File: config.mk
export PLATFORM = sky130hd
export DESIGN_NAME = scalar_alu_flat
export DESIGN_NICKNAME = d
export VERILOG_FILES = /design/src/logic/core_pkg.sv /design/src/logic/wb_pkg.sv /design/src/logic/fu_result_if.sv /design/src/logic/scalar_alu.sv /design/src/flat_wrapper.sv
export SDC_FILE = /design/constraint.sdc
export NUM_CORES = 1
export LEC_CHECK = 0
export BUFFER_PORTS_ARGS = -buffer_cell sky130_fd_sc_hd__buf_2
export CORE_MARGIN = 2
export CORE_UTILIZATION = 58
export DETAILED_ROUTE_END_ITERATION = 12
export PLACE_DENSITY = 0.8
export SYNTH_ARGS = -nofsm -noshare
export SYNTH_HDL_FRONTEND = slang
export SYNTH_SLANG_ARGS = --single-unit
File: constraint.sdc
create_clock -name clk -period 9.7 [get_ports clk]
set_clock_uncertainty 0.05 [all_clocks]
set_input_delay 0.485 -clock clk [delete_from_list [all_inputs] [get_ports clk]]
set_output_delay 0.485 -clock clk [all_outputs]
set_load 0.02 [all_outputs]
File: src/logic/core_pkg.sv
/* core-wide widths and types for ROB ids, physical registers,
   data words and exception causes */
package core_pkg;

  // data path width
  localparam int XLEN = 32;

  // ROB entry id
  typedef logic [7:0] robid_t;

  // physical destination register
  typedef logic [5:0] preg_t;

  typedef logic [XLEN-1:0] word_t;

  // exception cause code
  typedef logic [4:0] ecause_t;

  // reported for opcodes a unit cannot execute
  localparam ecause_t ECAUSE_ILLEGAL_INSN = 5'd2;

endpackage
File: src/logic/wb_pkg.sv
/* writeback result record, ALU and multiplier opcodes,
   and the source indices of the common data bus */
package wb_pkg;

  // one result as it travels to the common data bus
  typedef struct packed {
    logic              error;
    core_pkg::ecause_t ecause;
    core_pkg::robid_t  robid;
    core_pkg::preg_t   rd;
    core_pkg::word_t   result;
  } wb_result_t;

  // codes 8 to 15 are illegal
  typedef enum logic [3:0] {
    ALU_ADD = 4'd0,
    ALU_SUB = 4'd1,
    ALU_AND = 4'd2,
    ALU_OR  = 4'd3,
    ALU_XOR = 4'd4,
    ALU_SLL = 4'd5,
    ALU_SRL = 4'd6,
    ALU_SLT = 4'd7
  } alu_op_t;

  // code 3 is illegal
  typedef enum logic [1:0] {
    OP_MUL   = 2'd0,
    OP_MULH  = 2'd1,
    OP_MULHU = 2'd2
  } mul_op_t;

  // higher index wins the bus
  localparam int SRC_ALU0 = 0;
  localparam int SRC_ALU1 = 1;
  localparam int SRC_MUL0 = 2;
  localparam int SRC_MUL1 = 3;
  localparam int SRC_LSQ  = 4;

endpackage

File: src/logic/fu_result_if.sv
`timescale 1ns/1ps
/* functional unit result channel with valid/stall handshake */
interface fu_result_if;

  logic               valid;
  logic               stall;
  wb_pkg::wb_result_t res;

  // producer holds valid and res while stall is high
  modport producer (
    output valid,
    output res,
    input  stall
  );

  modport consumer (
    input  valid,
    input  res,
    output stall
  );

endinterface

File: src/logic/scalar_alu.sv
`timescale 1ns/1ps
/* single-cycle integer ALU, result register held under stall */
module scalar_alu (
  input  logic             clk,
  input  logic             rst,
  input  logic             flush,
  input  logic             issue_valid,
  input  wb_pkg::alu_op_t  issue_op,
  input  core_pkg::word_t  issue_a,
  input  core_pkg::word_t  issue_b,
  input  core_pkg::robid_t issue_robid,
  input  core_pkg::preg_t  issue_rd,
  output logic             issue_ready,
  fu_result_if.producer    out
);

  wb_pkg::wb_result_t alu_res;

  assign issue_ready = !(out.valid && out.stall);

  always_comb begin
    alu_res = '0;
    alu_res.robid = issue_robid;
    alu_res.rd = issue_rd;
    case (issue_op)
      wb_pkg::ALU_ADD: alu_res.result = issue_a + issue_b;
      wb_pkg::ALU_SUB: alu_res.result = issue_a - issue_b;
      wb_pkg::ALU_AND: alu_res.result = issue_a & issue_b;
      wb_pkg::ALU_OR:  alu_res.result = issue_a | issue_b;
      wb_pkg::ALU_XOR: alu_res.result = issue_a ^ issue_b;
      wb_pkg::ALU_SLL: alu_res.result = issue_a << issue_b[4:0];
      wb_pkg::ALU_SRL: alu_res.result = issue_a >> issue_b[4:0];
      wb_pkg::ALU_SLT: alu_res.result = core_pkg::word_t'($signed(issue_a) < $signed(issue_b));
      default: begin
        // data word stays zero
        alu_res.error = 1'b1;
        alu_res.ecause = core_pkg::ECAUSE_ILLEGAL_INSN;
      end
    endcase
  end

  always_ff @(posedge clk) begin
    if (rst) begin
      out.valid <= 1'b0;
    end else if (flush) begin
      out.valid <= 1'b0;
    end else if (issue_ready) begin
      out.valid <= issue_valid;
    end
  end

  always_ff @(posedge clk) begin
    if (issue_ready && issue_valid) begin
      out.res <= alu_res;
    end
  end

  // a stalled result stays put until the arbiter takes it
  a_hold_stalled: assert property (@(posedge clk) disable iff (rst)
    out.valid && out.stall && !flush |=> out.valid && $stable(out.res));

endmodule

File: src/flat_wrapper.sv
// flat-port wrapper written by rule: the top's interface ports become plain ports
module scalar_alu_flat 
  (clk, rst, flush, issue_valid, issue_op, issue_a, issue_b, issue_robid, issue_rd, issue_ready, out_valid, out_res, out_stall);
  fu_result_if out_i ();
  input  logic clk;
  input  logic rst;
  input  logic flush;
  input  logic issue_valid;
  input  wb_pkg::alu_op_t issue_op;
  input  core_pkg::word_t issue_a;
  input  core_pkg::word_t issue_b;
  input  core_pkg::robid_t issue_robid;
  input  core_pkg::preg_t issue_rd;
  output logic issue_ready;
  output wire logic [$bits(out_i.valid)-1:0] out_valid;
  output wire logic [$bits(out_i.res)-1:0] out_res;
  input wire logic [$bits(out_i.stall)-1:0] out_stall;
  assign out_valid = out_i.valid;
  assign out_res = out_i.res;
  assign out_i.stall = out_stall;
  scalar_alu u_core (.clk(clk), .rst(rst), .flush(flush), .issue_valid(issue_valid), .issue_op(issue_op), .issue_a(issue_a), .issue_b(issue_b), .issue_robid(issue_robid), .issue_rd(issue_rd), .issue_ready(issue_ready), .out(out_i));
endmodule
==> impl_metrics.env <==
export IMPL_fp_dieW_um=132
export IMPL_cp_end_kind="flip-flop"
export IMPL_ys_seq_area_share_pct=15.0
export IMPL_start_kind="primary input"
export IMPL_final_cell_mix="nor2_1, buf_2, a21oi_1"
export IMPL_synthMuxAreaShare_pct=12.2
export IMPL_mostFrequentLayoutCell="nor2_1"
export IMPL_fin_cells=1545
export IMPL_design_core_area_um2=16000
export IMPL_clk_pin_slew_ns=0.07
export IMPL_ant_nets=0
export IMPL_cts_buffers=5
export IMPL_max_stage_delay_ns=0.64
export IMPL_critical_path_most_common_cell="o21ai_0"
export IMPL_layout_drive_gt1_share_pct=17.2
export IMPL_antenna_found_initial=1
export IMPL_vias=10800
export IMPL_rsz0062_at_grt="false"
export IMPL_die_h_um=132
export IMPL_ys_async_sr_fraction_pct=0
export IMPL_relSlewSlack_pct=24.5
export IMPL_postCtsResizedCells=0
export IMPL_multi_input_area_um2=7370
export IMPL_grt_pass1_wl_mm=59.4
export IMPL_viasPerCell=7.02
export IMPL_grt_max_degree=71
export IMPL_grt_pass1_vias=9870
export IMPL_row_count=46
export IMPL_finalSetupTns_ns=0
export IMPL_hp_class="primary input to flip-flop"
export IMPL_drc=0
export IMPL_start_util_pct=59.8
export IMPL_max_cap_violations=0
export IMPL_fin_nets=1522
export IMPL_ys_seq_elements=48
export IMPL_regArea_um2=1430
export IMPL_synth_cell_types=82
export IMPL_netlist_area_um2=9570
export IMPL_place_hpwl_mm=30.6
export IMPL_ys_warn_count=0
export IMPL_worstPathMaxFanout=69
export IMPL_cts_root_buf="clkbuf_16"
export IMPL_port_buffer_count=136
export IMPL_setup_violations=0
export IMPL_critPathRequiredTime_ns=9.68
export IMPL_drt_first_iter_violations=1990
export IMPL_synth_edf_count=47
export IMPL_outcome="complete, no violations"
export IMPL_dr_pass1_iters=6
export IMPL_htree_levels=2
export IMPL_clock_sinks=48
export IMPL_worstSetupPathType="primary input to flip-flop"
export IMPL_n_fill_cell=1492
export IMPL_routedWlPerCell_um=25.6
export IMPL_synth_area_per_cell_um2=7.58
export IMPL_grt_overflow=0
export IMPL_cts_tree="built"
export IMPL_synth_top_family_by_area="compound AO/OA/AOI/OAI gates"
export IMPL_ios=141
export IMPL_synthXorXnorAreaFrac_pct=2.20
export IMPL_tightest_slew_ns=1.13
export IMPL_dp_cells=1536
export IMPL_fin_crit_sh_pct=49.7
export IMPL_power_density_nw_per_um2=97.0
export IMPL_die_area_um2=17500
export IMPL_arrival_ns=4.80
export IMPL_yosys_area_share_simple_pct=17.4
export IMPL_grt_usage_pct=43.8
export IMPL_fin_crit_ns=4.82
export IMPL_synth_ff_type="edfxtp_1"
export IMPL_clock_latency_ns=0.29
export IMPL_area_growth_pct=8.55
export IMPL_gp_congestion=1.07
export IMPL_hold_violations=0
export IMPL_cts_setup_buffers=0
export IMPL_fmax_mhz=207
export IMPL_final_max_slew_viol_count=0
export IMPL_synth_compound_area_share_pct=30.6
export IMPL_drt_wl_total_mm=39.6
export IMPL_syn_inst=1262
export IMPL_vdd_ir_drop_max_mv=0.0806
export IMPL_synth_adder_area_share_pct=14.3
export IMPL_crit_chain="buf_2, buf_4, inv_1, ha_1, o21ai_0, nor3_1, a2bb2oi_1, o31ai_1, a21oi_1, nor2b_1, o21ai_0, mux2i_1, o21ai_1"
export IMPL_cts_hold_buf=0
export IMPL_slowest_stage="ha_1"
export IMPL_cts_buffer_depth=2
export IMPL_p_leak_nw=4.53
## worst max-delay path: cells and delay by family
family / cells / cell delay, ns
mux: 1 / 0.25
compound gates: 6 / 1.73
simple gates: 2 / 0.48
buf+inv: 3 / 1.21
fa+ha+maj: 1 / 0.64
## worst paths after layout
check | depth (start not counted) | endpoint | startpoint | slack (ns)
worst max-delay path | 13 | u_core.out.res[30]$_DFFE_PP_ | issue_b[3] | 4.88
worst min-delay path | 2 | u_core.out.valid$_SDFFE_PP0N_ | flush | 0.30
worst max register to register | 3 | u_core.out.res[17]$_DFFE_PP_ | u_core.out.valid$_SDFFE_PP0N_ | 8.23
worst min register to register | 2 | u_core.out.valid$_SDFFE_PP0N_ | u_core.out.valid$_SDFFE_PP0N_ | 0.48
## where the power goes
group | internal [W] | switching [W]
registers | 0.000249 | 0.00000693
clock network | 0.0000950 | 0.0000832
logic | 0.000190 | 0.000383
## state kept, by name, summed over array words and instances, names as in the netlist
| name | count |
|---|---|
| u_core.out.valid | 1 |
| u_core.out.res | 47 |
## routing by layer
layer	global-route usage (%)	vias to the layer above	part of all wire (%)
met5	0	-	0
met4	14.9	0	3.7
met3	13.7	108	16
met2	66.0	931	42
met1	59.6	4996	38
li1	-	4806	-
## Yosys cell counts, types with 23 or more instances
cell type  instances  area, µm²
xnor2_1           23        201
nand2_1           94        353
nor2_1           137        514
clkbuf_1          50        188
mux4_2            26        586
a21oi_1          112        561
nand3_1           24        120
ha_1             106       1330
a221oi_1          26        228
o211ai_1          25        188
nor3_1            24        120
o21ai_0          106        531
mux2i_1           48        480
inv_1             93        349
edfxtp_1          47       1410
## cells by family (layout without fill, tap and decap cells)
kind of cell / after synthesis / count (layout)
compound gates: 441 / 441
simple gates: 363 / 363
buf+inv: 194 / 257
fa+ha+maj: 108 / 108
mux: 83 / 83
flops: 48 / 48
xor+xnor: 24 / 24
other cells: 1 / 5
## through the flow
step / cell area [µm²] / total power (W) / hold WS (ns) / worst slack (ns) / util, %
detailed placement: 10200 / 0.000802 / 0.473 / 4.90 / 64.0
floorplan: 9580 / 0.000625 / 0.512 / 5.77 / -
CTS: 10400 / 0.000976 / 0.304 / 5.17 / 64.9
global route: 10400 / 0.00104 / 0.306 / 4.68 / 64.9
finish: 10400 / 0.00101 / 0.299 / 4.88 / 64.9
global placement: 10200 / 0.000797 / 0.466 / 5.03 / 64.0
## area by class of cell
class	count	share of cell area [%]
multi-input cells	1023	71.0
flip-flops and latches	48	13.8
repair buffers	151	7.66
inverters	98	3.54
well taps	216	2.60
clock buffers	5	1.20
clock inverters	3	0.181
diodes	1	0.0241
Note: power is estimated with default switching activity, not from simulation.
