`src/logic/core_pkg.sv`:
```
/* core-wide widths and types for ROB ids, physical registers,
   data words and exception causes */
package core_pkg;

  // data path width
  localparam int XLEN = 32;

  // ROB entry id
  typedef logic [7:0] robid_t;

  // physical destination register
  typedef logic [5:0] preg_t;

  typedef logic [XLEN-1:0] word_t;

  // exception cause code
  typedef logic [4:0] ecause_t;

  // reported for opcodes a unit cannot execute
  localparam ecause_t ECAUSE_ILLEGAL_INSN = 5'd2;

endpackage
```
`src/logic/wb_pkg.sv`:
```
/* writeback result record, ALU and multiplier opcodes,
   and the source indices of the common data bus */
package wb_pkg;

  // one result as it travels to the common data bus
  typedef struct packed {
    logic              error;
    core_pkg::ecause_t ecause;
    core_pkg::robid_t  robid;
    core_pkg::preg_t   rd;
    core_pkg::word_t   result;
  } wb_result_t;

  // codes 8 to 15 are illegal
  typedef enum logic [3:0] {
    ALU_ADD = 4'd0,
    ALU_SUB = 4'd1,
    ALU_AND = 4'd2,
    ALU_OR  = 4'd3,
    ALU_XOR = 4'd4,
    ALU_SLL = 4'd5,
    ALU_SRL = 4'd6,
    ALU_SLT = 4'd7
  } alu_op_t;

  // code 3 is illegal
  typedef enum logic [1:0] {
    OP_MUL   = 2'd0,
    OP_MULH  = 2'd1,
    OP_MULHU = 2'd2
  } mul_op_t;

  // higher index wins the bus
  localparam int SRC_ALU0 = 0;
  localparam int SRC_ALU1 = 1;
  localparam int SRC_MUL0 = 2;
  localparam int SRC_MUL1 = 3;
  localparam int SRC_LSQ  = 4;

endpackage

```
`src/logic/fu_result_if.sv`:
```
`timescale 1ns/1ps
/* functional unit result channel with valid/stall handshake */
interface fu_result_if;

  logic               valid;
  logic               stall;
  wb_pkg::wb_result_t res;

  // producer holds valid and res while stall is high
  modport producer (
    output valid,
    output res,
    input  stall
  );

  modport consumer (
    input  valid,
    input  res,
    output stall
  );

endinterface

```
`src/logic/mul_unit.sv`:
```
`timescale 1ns/1ps
/* pipelined 32-bit multiplier, low and high products,
   whole pipeline freezes under back-pressure */
module mul_unit #(
  parameter int MUL_STAGES = 3
) (
  input  logic             clk,
  input  logic             rst,
  input  logic             flush,
  input  logic             issue_valid,
  input  wb_pkg::mul_op_t  issue_op,
  input  core_pkg::word_t  issue_a,
  input  core_pkg::word_t  issue_b,
  input  core_pkg::robid_t issue_robid,
  input  core_pkg::preg_t  issue_rd,
  output logic             issue_ready,
  fu_result_if.producer    out
);

  localparam int W = core_pkg::XLEN;
  localparam int LAST = MUL_STAGES - 1;

  logic [MUL_STAGES-1:0] v;
  logic [2*W-1:0]        prod_q [MUL_STAGES];
  wb_pkg::mul_op_t       op_q [MUL_STAGES];
  core_pkg::robid_t      robid_q [MUL_STAGES];
  core_pkg::preg_t       rd_q [MUL_STAGES];
  logic [2*W-1:0]        ext_a;
  logic [2*W-1:0]        ext_b;
  logic                  advance;
  wb_pkg::wb_result_t    mul_res;

  // only MULH treats operands as signed
  assign ext_a = (issue_op == wb_pkg::OP_MULH) ?
                 {{W{issue_a[W-1]}}, issue_a} : {{W{1'b0}}, issue_a};
  assign ext_b = (issue_op == wb_pkg::OP_MULH) ?
                 {{W{issue_b[W-1]}}, issue_b} : {{W{1'b0}}, issue_b};

  assign advance = !v[LAST] || !out.stall;
  assign issue_ready = advance;

  always_ff @(posedge clk) begin
    if (rst) begin
      v <= '0;
    end else if (flush) begin
      v <= '0;
    end else if (advance) begin
      v <= {v[MUL_STAGES-2:0], issue_valid};
    end
  end

  always_ff @(posedge clk) begin
    if (advance) begin
      prod_q[0] <= ext_a * ext_b;
      op_q[0] <= issue_op;
      robid_q[0] <= issue_robid;
      rd_q[0] <= issue_rd;
      for (int i = 1; i < MUL_STAGES; i++) begin
        prod_q[i] <= prod_q[i-1];
        op_q[i] <= op_q[i-1];
        robid_q[i] <= robid_q[i-1];
        rd_q[i] <= rd_q[i-1];
      end
    end
  end

  // half select at the last stage
  always_comb begin
    mul_res = '0;
    mul_res.robid = robid_q[LAST];
    mul_res.rd = rd_q[LAST];
    case (op_q[LAST])
      wb_pkg::OP_MUL: mul_res.result = prod_q[LAST][W-1:0];
      wb_pkg::OP_MULH, wb_pkg::OP_MULHU: mul_res.result = prod_q[LAST][2*W-1:W];
      default: begin
        mul_res.error = 1'b1;
        mul_res.ecause = core_pkg::ECAUSE_ILLEGAL_INSN;
      end
    endcase
  end

  assign out.valid = v[LAST];
  assign out.res = mul_res;

  a_no_ready_when_stuck: assert property (@(posedge clk) disable iff (rst)
    !(issue_ready && out.valid && out.stall));

endmodule

```
`src/flat_wrapper.sv`:
```
// flat-port wrapper written by rule: the top's interface ports become plain ports
module mul_unit_flat 
#(
  parameter int MUL_STAGES = 3
)
  (clk, rst, flush, issue_valid, issue_op, issue_a, issue_b, issue_robid, issue_rd, issue_ready, out_valid, out_res, out_stall);
  fu_result_if out_i ();
  input  logic clk;
  input  logic rst;
  input  logic flush;
  input  logic issue_valid;
  input  wb_pkg::mul_op_t issue_op;
  input  core_pkg::word_t issue_a;
  input  core_pkg::word_t issue_b;
  input  core_pkg::robid_t issue_robid;
  input  core_pkg::preg_t issue_rd;
  output logic issue_ready;
  output wire logic [$bits(out_i.valid)-1:0] out_valid;
  output wire logic [$bits(out_i.res)-1:0] out_res;
  input wire logic [$bits(out_i.stall)-1:0] out_stall;
  assign out_valid = out_i.valid;
  assign out_res = out_i.res;
  assign out_i.stall = out_stall;
  mul_unit #(.MUL_STAGES(MUL_STAGES)) u_core (.clk(clk), .rst(rst), .flush(flush), .issue_valid(issue_valid), .issue_op(issue_op), .issue_a(issue_a), .issue_b(issue_b), .issue_robid(issue_robid), .issue_rd(issue_rd), .issue_ready(issue_ready), .out(out_i));
endmodule
```
`config.mk`:
```
export PLATFORM = sky130hd
export DESIGN_NAME = mul_unit_flat
export DESIGN_NICKNAME = d
export VERILOG_FILES = /design/src/logic/core_pkg.sv /design/src/logic/wb_pkg.sv /design/src/logic/fu_result_if.sv /design/src/logic/mul_unit.sv /design/src/flat_wrapper.sv
export SDC_FILE = /design/constraint.sdc
export NUM_CORES = 2
export LEC_CHECK = 0
export BUFFER_PORTS_ARGS = -buffer_cell sky130_fd_sc_hd__clkbuf_2
export CORE_MARGIN = 3
export CORE_UTILIZATION = 55
export DETAILED_ROUTE_END_ITERATION = 12
export GPL_ROUTABILITY_DRIVEN = 1
export PLACE_DENSITY = 0.8
export REMOVE_ABC_BUFFERS = 1
export SLEW_MARGIN = 20
export SYNTH_ARGS = -nofsm -noshare
export SYNTH_HDL_FRONTEND = slang
export SYNTH_SLANG_ARGS = --single-unit
```
`constraint.sdc`:
```
create_clock -name clk -period 9.4 [get_ports clk]
set_input_delay 0.94 -clock clk [delete_from_list [all_inputs] [get_ports clk]]
set_output_delay 0.94 -clock clk [all_outputs]
set_load 0.05 [all_outputs]
```
==> flow_summary.toml <==
[global_route]
grt_pass1_vias = 42700
grt_overflow_total = 0
grt_antenna_before_repair = 3
grt_max_degree = 95
track_usage = 0.295
grt_pass1_wl_um = 235000

[floorplan]
die_width_um = 324
rows = 116
core_sq_um = 100000
initial_core_util = 0.556
die_h_um = 324
die-area_sq_um = 105000
ios = 139

[run_status]
status = "finished, final reports clean"

[finish]
layout-drive-gt1-share = 0.137
area_growth_pct = 12.2
fin_cells = 7254
nets = 7700
antenna_cells = 0
n_fill_cell = 7845
post-route-util = 0.623
final_area_sq_um = 62500

[placement]
placed_cell_area_sq_um = 61600
port_buffers = 134
dp_hpwl_um = 133000
gp_congestion = 0.996
placed_cells = 7214

[timing]
rsz0062_at_grt = "yes"
fin_crit_sh = 0.985
worstMarginPinSlew_ns = 0.802
hold_viol = 0
relSlewSlack = 0.466
final.min_clock_period_ns = 9.26
skew_ns = 0.0200
whs_ns = 0.409
fmax_ghz = 0.108
report.final.slew_viol_count = 0
setup_viol = 0

[yosys]
seq_area_frac_synth = 0.130
synth_edf_count = 240
yosys.area.top_type_share = 0.509
avgSynthCellArea_sq_um = 10.2
async_flop_share = 0
synth_cell_types = 71
ys_ff_latch = 243
yosysWarnings = 0
synthTopCellsByArea = "fa_1 (51%), edfxtp_1 (13%), inv_1 (10%)"
synth_common_cells = "inv_1 (1522), fa_1 (1418), nand2_1 (609)"
dominantRegCellSynth = "edfxtp_1"
syn-instance-count = 5449
netlist_area_sq_um = 55700
synth.most_common_cell = "inv_1"
synth_largest_area_cell = "fa_1"

[route]
firstDrtPassIters = 7
wl_um = 150000
ant_nets = 0
avgRoutedWirePerCell_um = 20.6
drtIter0Drc = 2773
vias_per_cell = 5.27
via_count = 38200
drcViolationCount = 0

[setup_path]
worst_setup_path_start_kind = "input port"
critPathRequiredTime_ns = 9.62
slowest_delay_ns = 0.62
cp-end-kind = "flop"
cpMaxStageDelayCell = "fa_2"
cp_max_fo = 15
path_class = "input port to flop"
cpMostUsedCell = "fa_1"
arrival_ns = 9.48

[job]
maxCapViolations = 0

[clocking]
htreeDepth = 1
clk_pin_slew_worst_paths_ns = 0.07
cts_tree = "done"
cts.sinks = 243
clk_path_buf_depth = 3
root_buffer = "clkbuf_16"
cts_made_buffers = 21
insertion_delay_ns = 0.50

[worst_hold_path]
min_path_type = "flop to flop"
-- metal layers --
layer	up-vias	global-route usage	share of wire
li1	16500	-	-
met1	19800	0.384	0.39
met2	1523	0.486	0.47
met3	316	0.0765	0.099
met4	6	0.101	0.039
met5	-	0	0.00028
-- sequential cells by signal, indices dropped and copies added, names as in the netlist --
name,count
u_core.op_q,6
u_core.prod_q,192
u_core.rd_q,18
u_core.robid_q,24
u_core.v,3
-- layout by cell type (no fill, tap or decap), types with 4 or more instances in the layout --
| master | netlist | layout |
|---|---|---|
| inv_1 | 1522 | 1513 |
| fa_1 | 1418 | 1387 |
| nand2_1 | 609 | 594 |
| and2_1 | 528 | 527 |
| buf_4 | 20 | 488 |
| ha_1 | 312 | 306 |
| edfxtp_1 | 240 | 240 |
| clkbuf_2 | 0 | 134 |
| xnor2_1 | 90 | 90 |
| nor2_1 | 80 | 79 |
| a21oi_1 | 73 | 61 |
| a21o_1 | 46 | 46 |
| buf_12 | 0 | 42 |
| a22oi_1 | 32 | 32 |
| fa_2 | 0 | 31 |
| xor2_1 | 27 | 27 |
| clkbuf_16 | 0 | 21 |
| o21ai_0 | 22 | 18 |
| nand4_1 | 17 | 17 |
| nand2_2 | 0 | 14 |
| nor3_1 | 15 | 14 |
| a21oi_2 | 2 | 13 |
| a31oi_1 | 13 | 11 |
| a211oi_1 | 10 | 10 |
| o21bai_1 | 10 | 10 |
| o21ai_1 | 5 | 9 |
| nand2b_1 | 8 | 8 |
| and3_1 | 8 | 8 |
| nor2b_1 | 8 | 8 |
| inv_2 | 0 | 8 |
| o211ai_1 | 8 | 8 |
| clkinv_1 | 0 | 7 |
| a211o_1 | 6 | 6 |
| o21a_1 | 6 | 6 |
| or2_2 | 7 | 6 |
| nand3_1 | 6 | 6 |
| buf_6 | 0 | 5 |
| ha_2 | 0 | 4 |
| conb_1 | 1 | 4 |
-- final cells by class --
cell class	count	area (sq um)	area share
Multi-Input combinational cell	3427	42000	0.671
Timing Repair Buffer	670	5240	0.0837
Inverter	1522	5720	0.0914
Clock inverter	12	91.3	0.00146
Sequential cell	243	7270	0.116
Tap cell	1357	1700	0.0272
Clock buffer	23	533	0.00852
-- final timing paths --
check                      start                   end  slack, ns  cells after the start
max                  issue_op[0]  u_core.prod_q[0][63]       0.14                     29
min          u_core.prod_q[0][7]  u_core.prod_q[0][71]       0.41                      0
max reg2reg          u_core.v[2]           u_core.v[0]       7.29                      4
min reg2reg  u_core.prod_q[0][7]  u_core.prod_q[0][71]       0.41                      0
-- worst max-delay path: cells and delay by family --
family	cells	cell delay (ns)
buffers and inverters	8	0.84
and+or+nand+nor	4	0.80
AOI/OAI and AO/OA	6	1.33
adders and majority gates	11	5.55
-- timing repair --
action	CTS	global route
resized for setup	6	91
buffers inserted	0	4
hold buffers	0	0
cloned	0	1
endpoints found under the setup margin	6	13
pin swaps	1	35
-- stage by stage --
| stage | worst slack [ns] | TNS (ns) |
|---|---|---|
| floorplan | -0.580 | -4.01 |
| global placement | -0.477 | -4.95 |
| detailed placement | -0.626 | -7.07 |
| CTS | 0.0238 | 0 |
| global route | -0.0254 | -0.0876 |
| finish | 0.139 | 0 |
-- cell families (layout without fill, tap and decap cells) --
group / after synthesis / in the layout / share of synthesized area
other: 1 / 4 / 0.0000673
AOI/OAI and AO/OA: 267 / 267 / 0.0335
xor gates and xnor gates: 117 / 117 / 0.0184
muxes: 4 / 4 / 0.000741
buffers and inverters: 1782 / 2227 / 0.122
and+or+nand+nor: 1304 / 1304 / 0.116
adders and majority gates: 1731 / 1731 / 0.580
DFF: 243 / 243 / 0.130
Power is left out: the tool's default activity adds up to more than one toggle a clock period on the data nets, which glitch-free logic cannot reach.
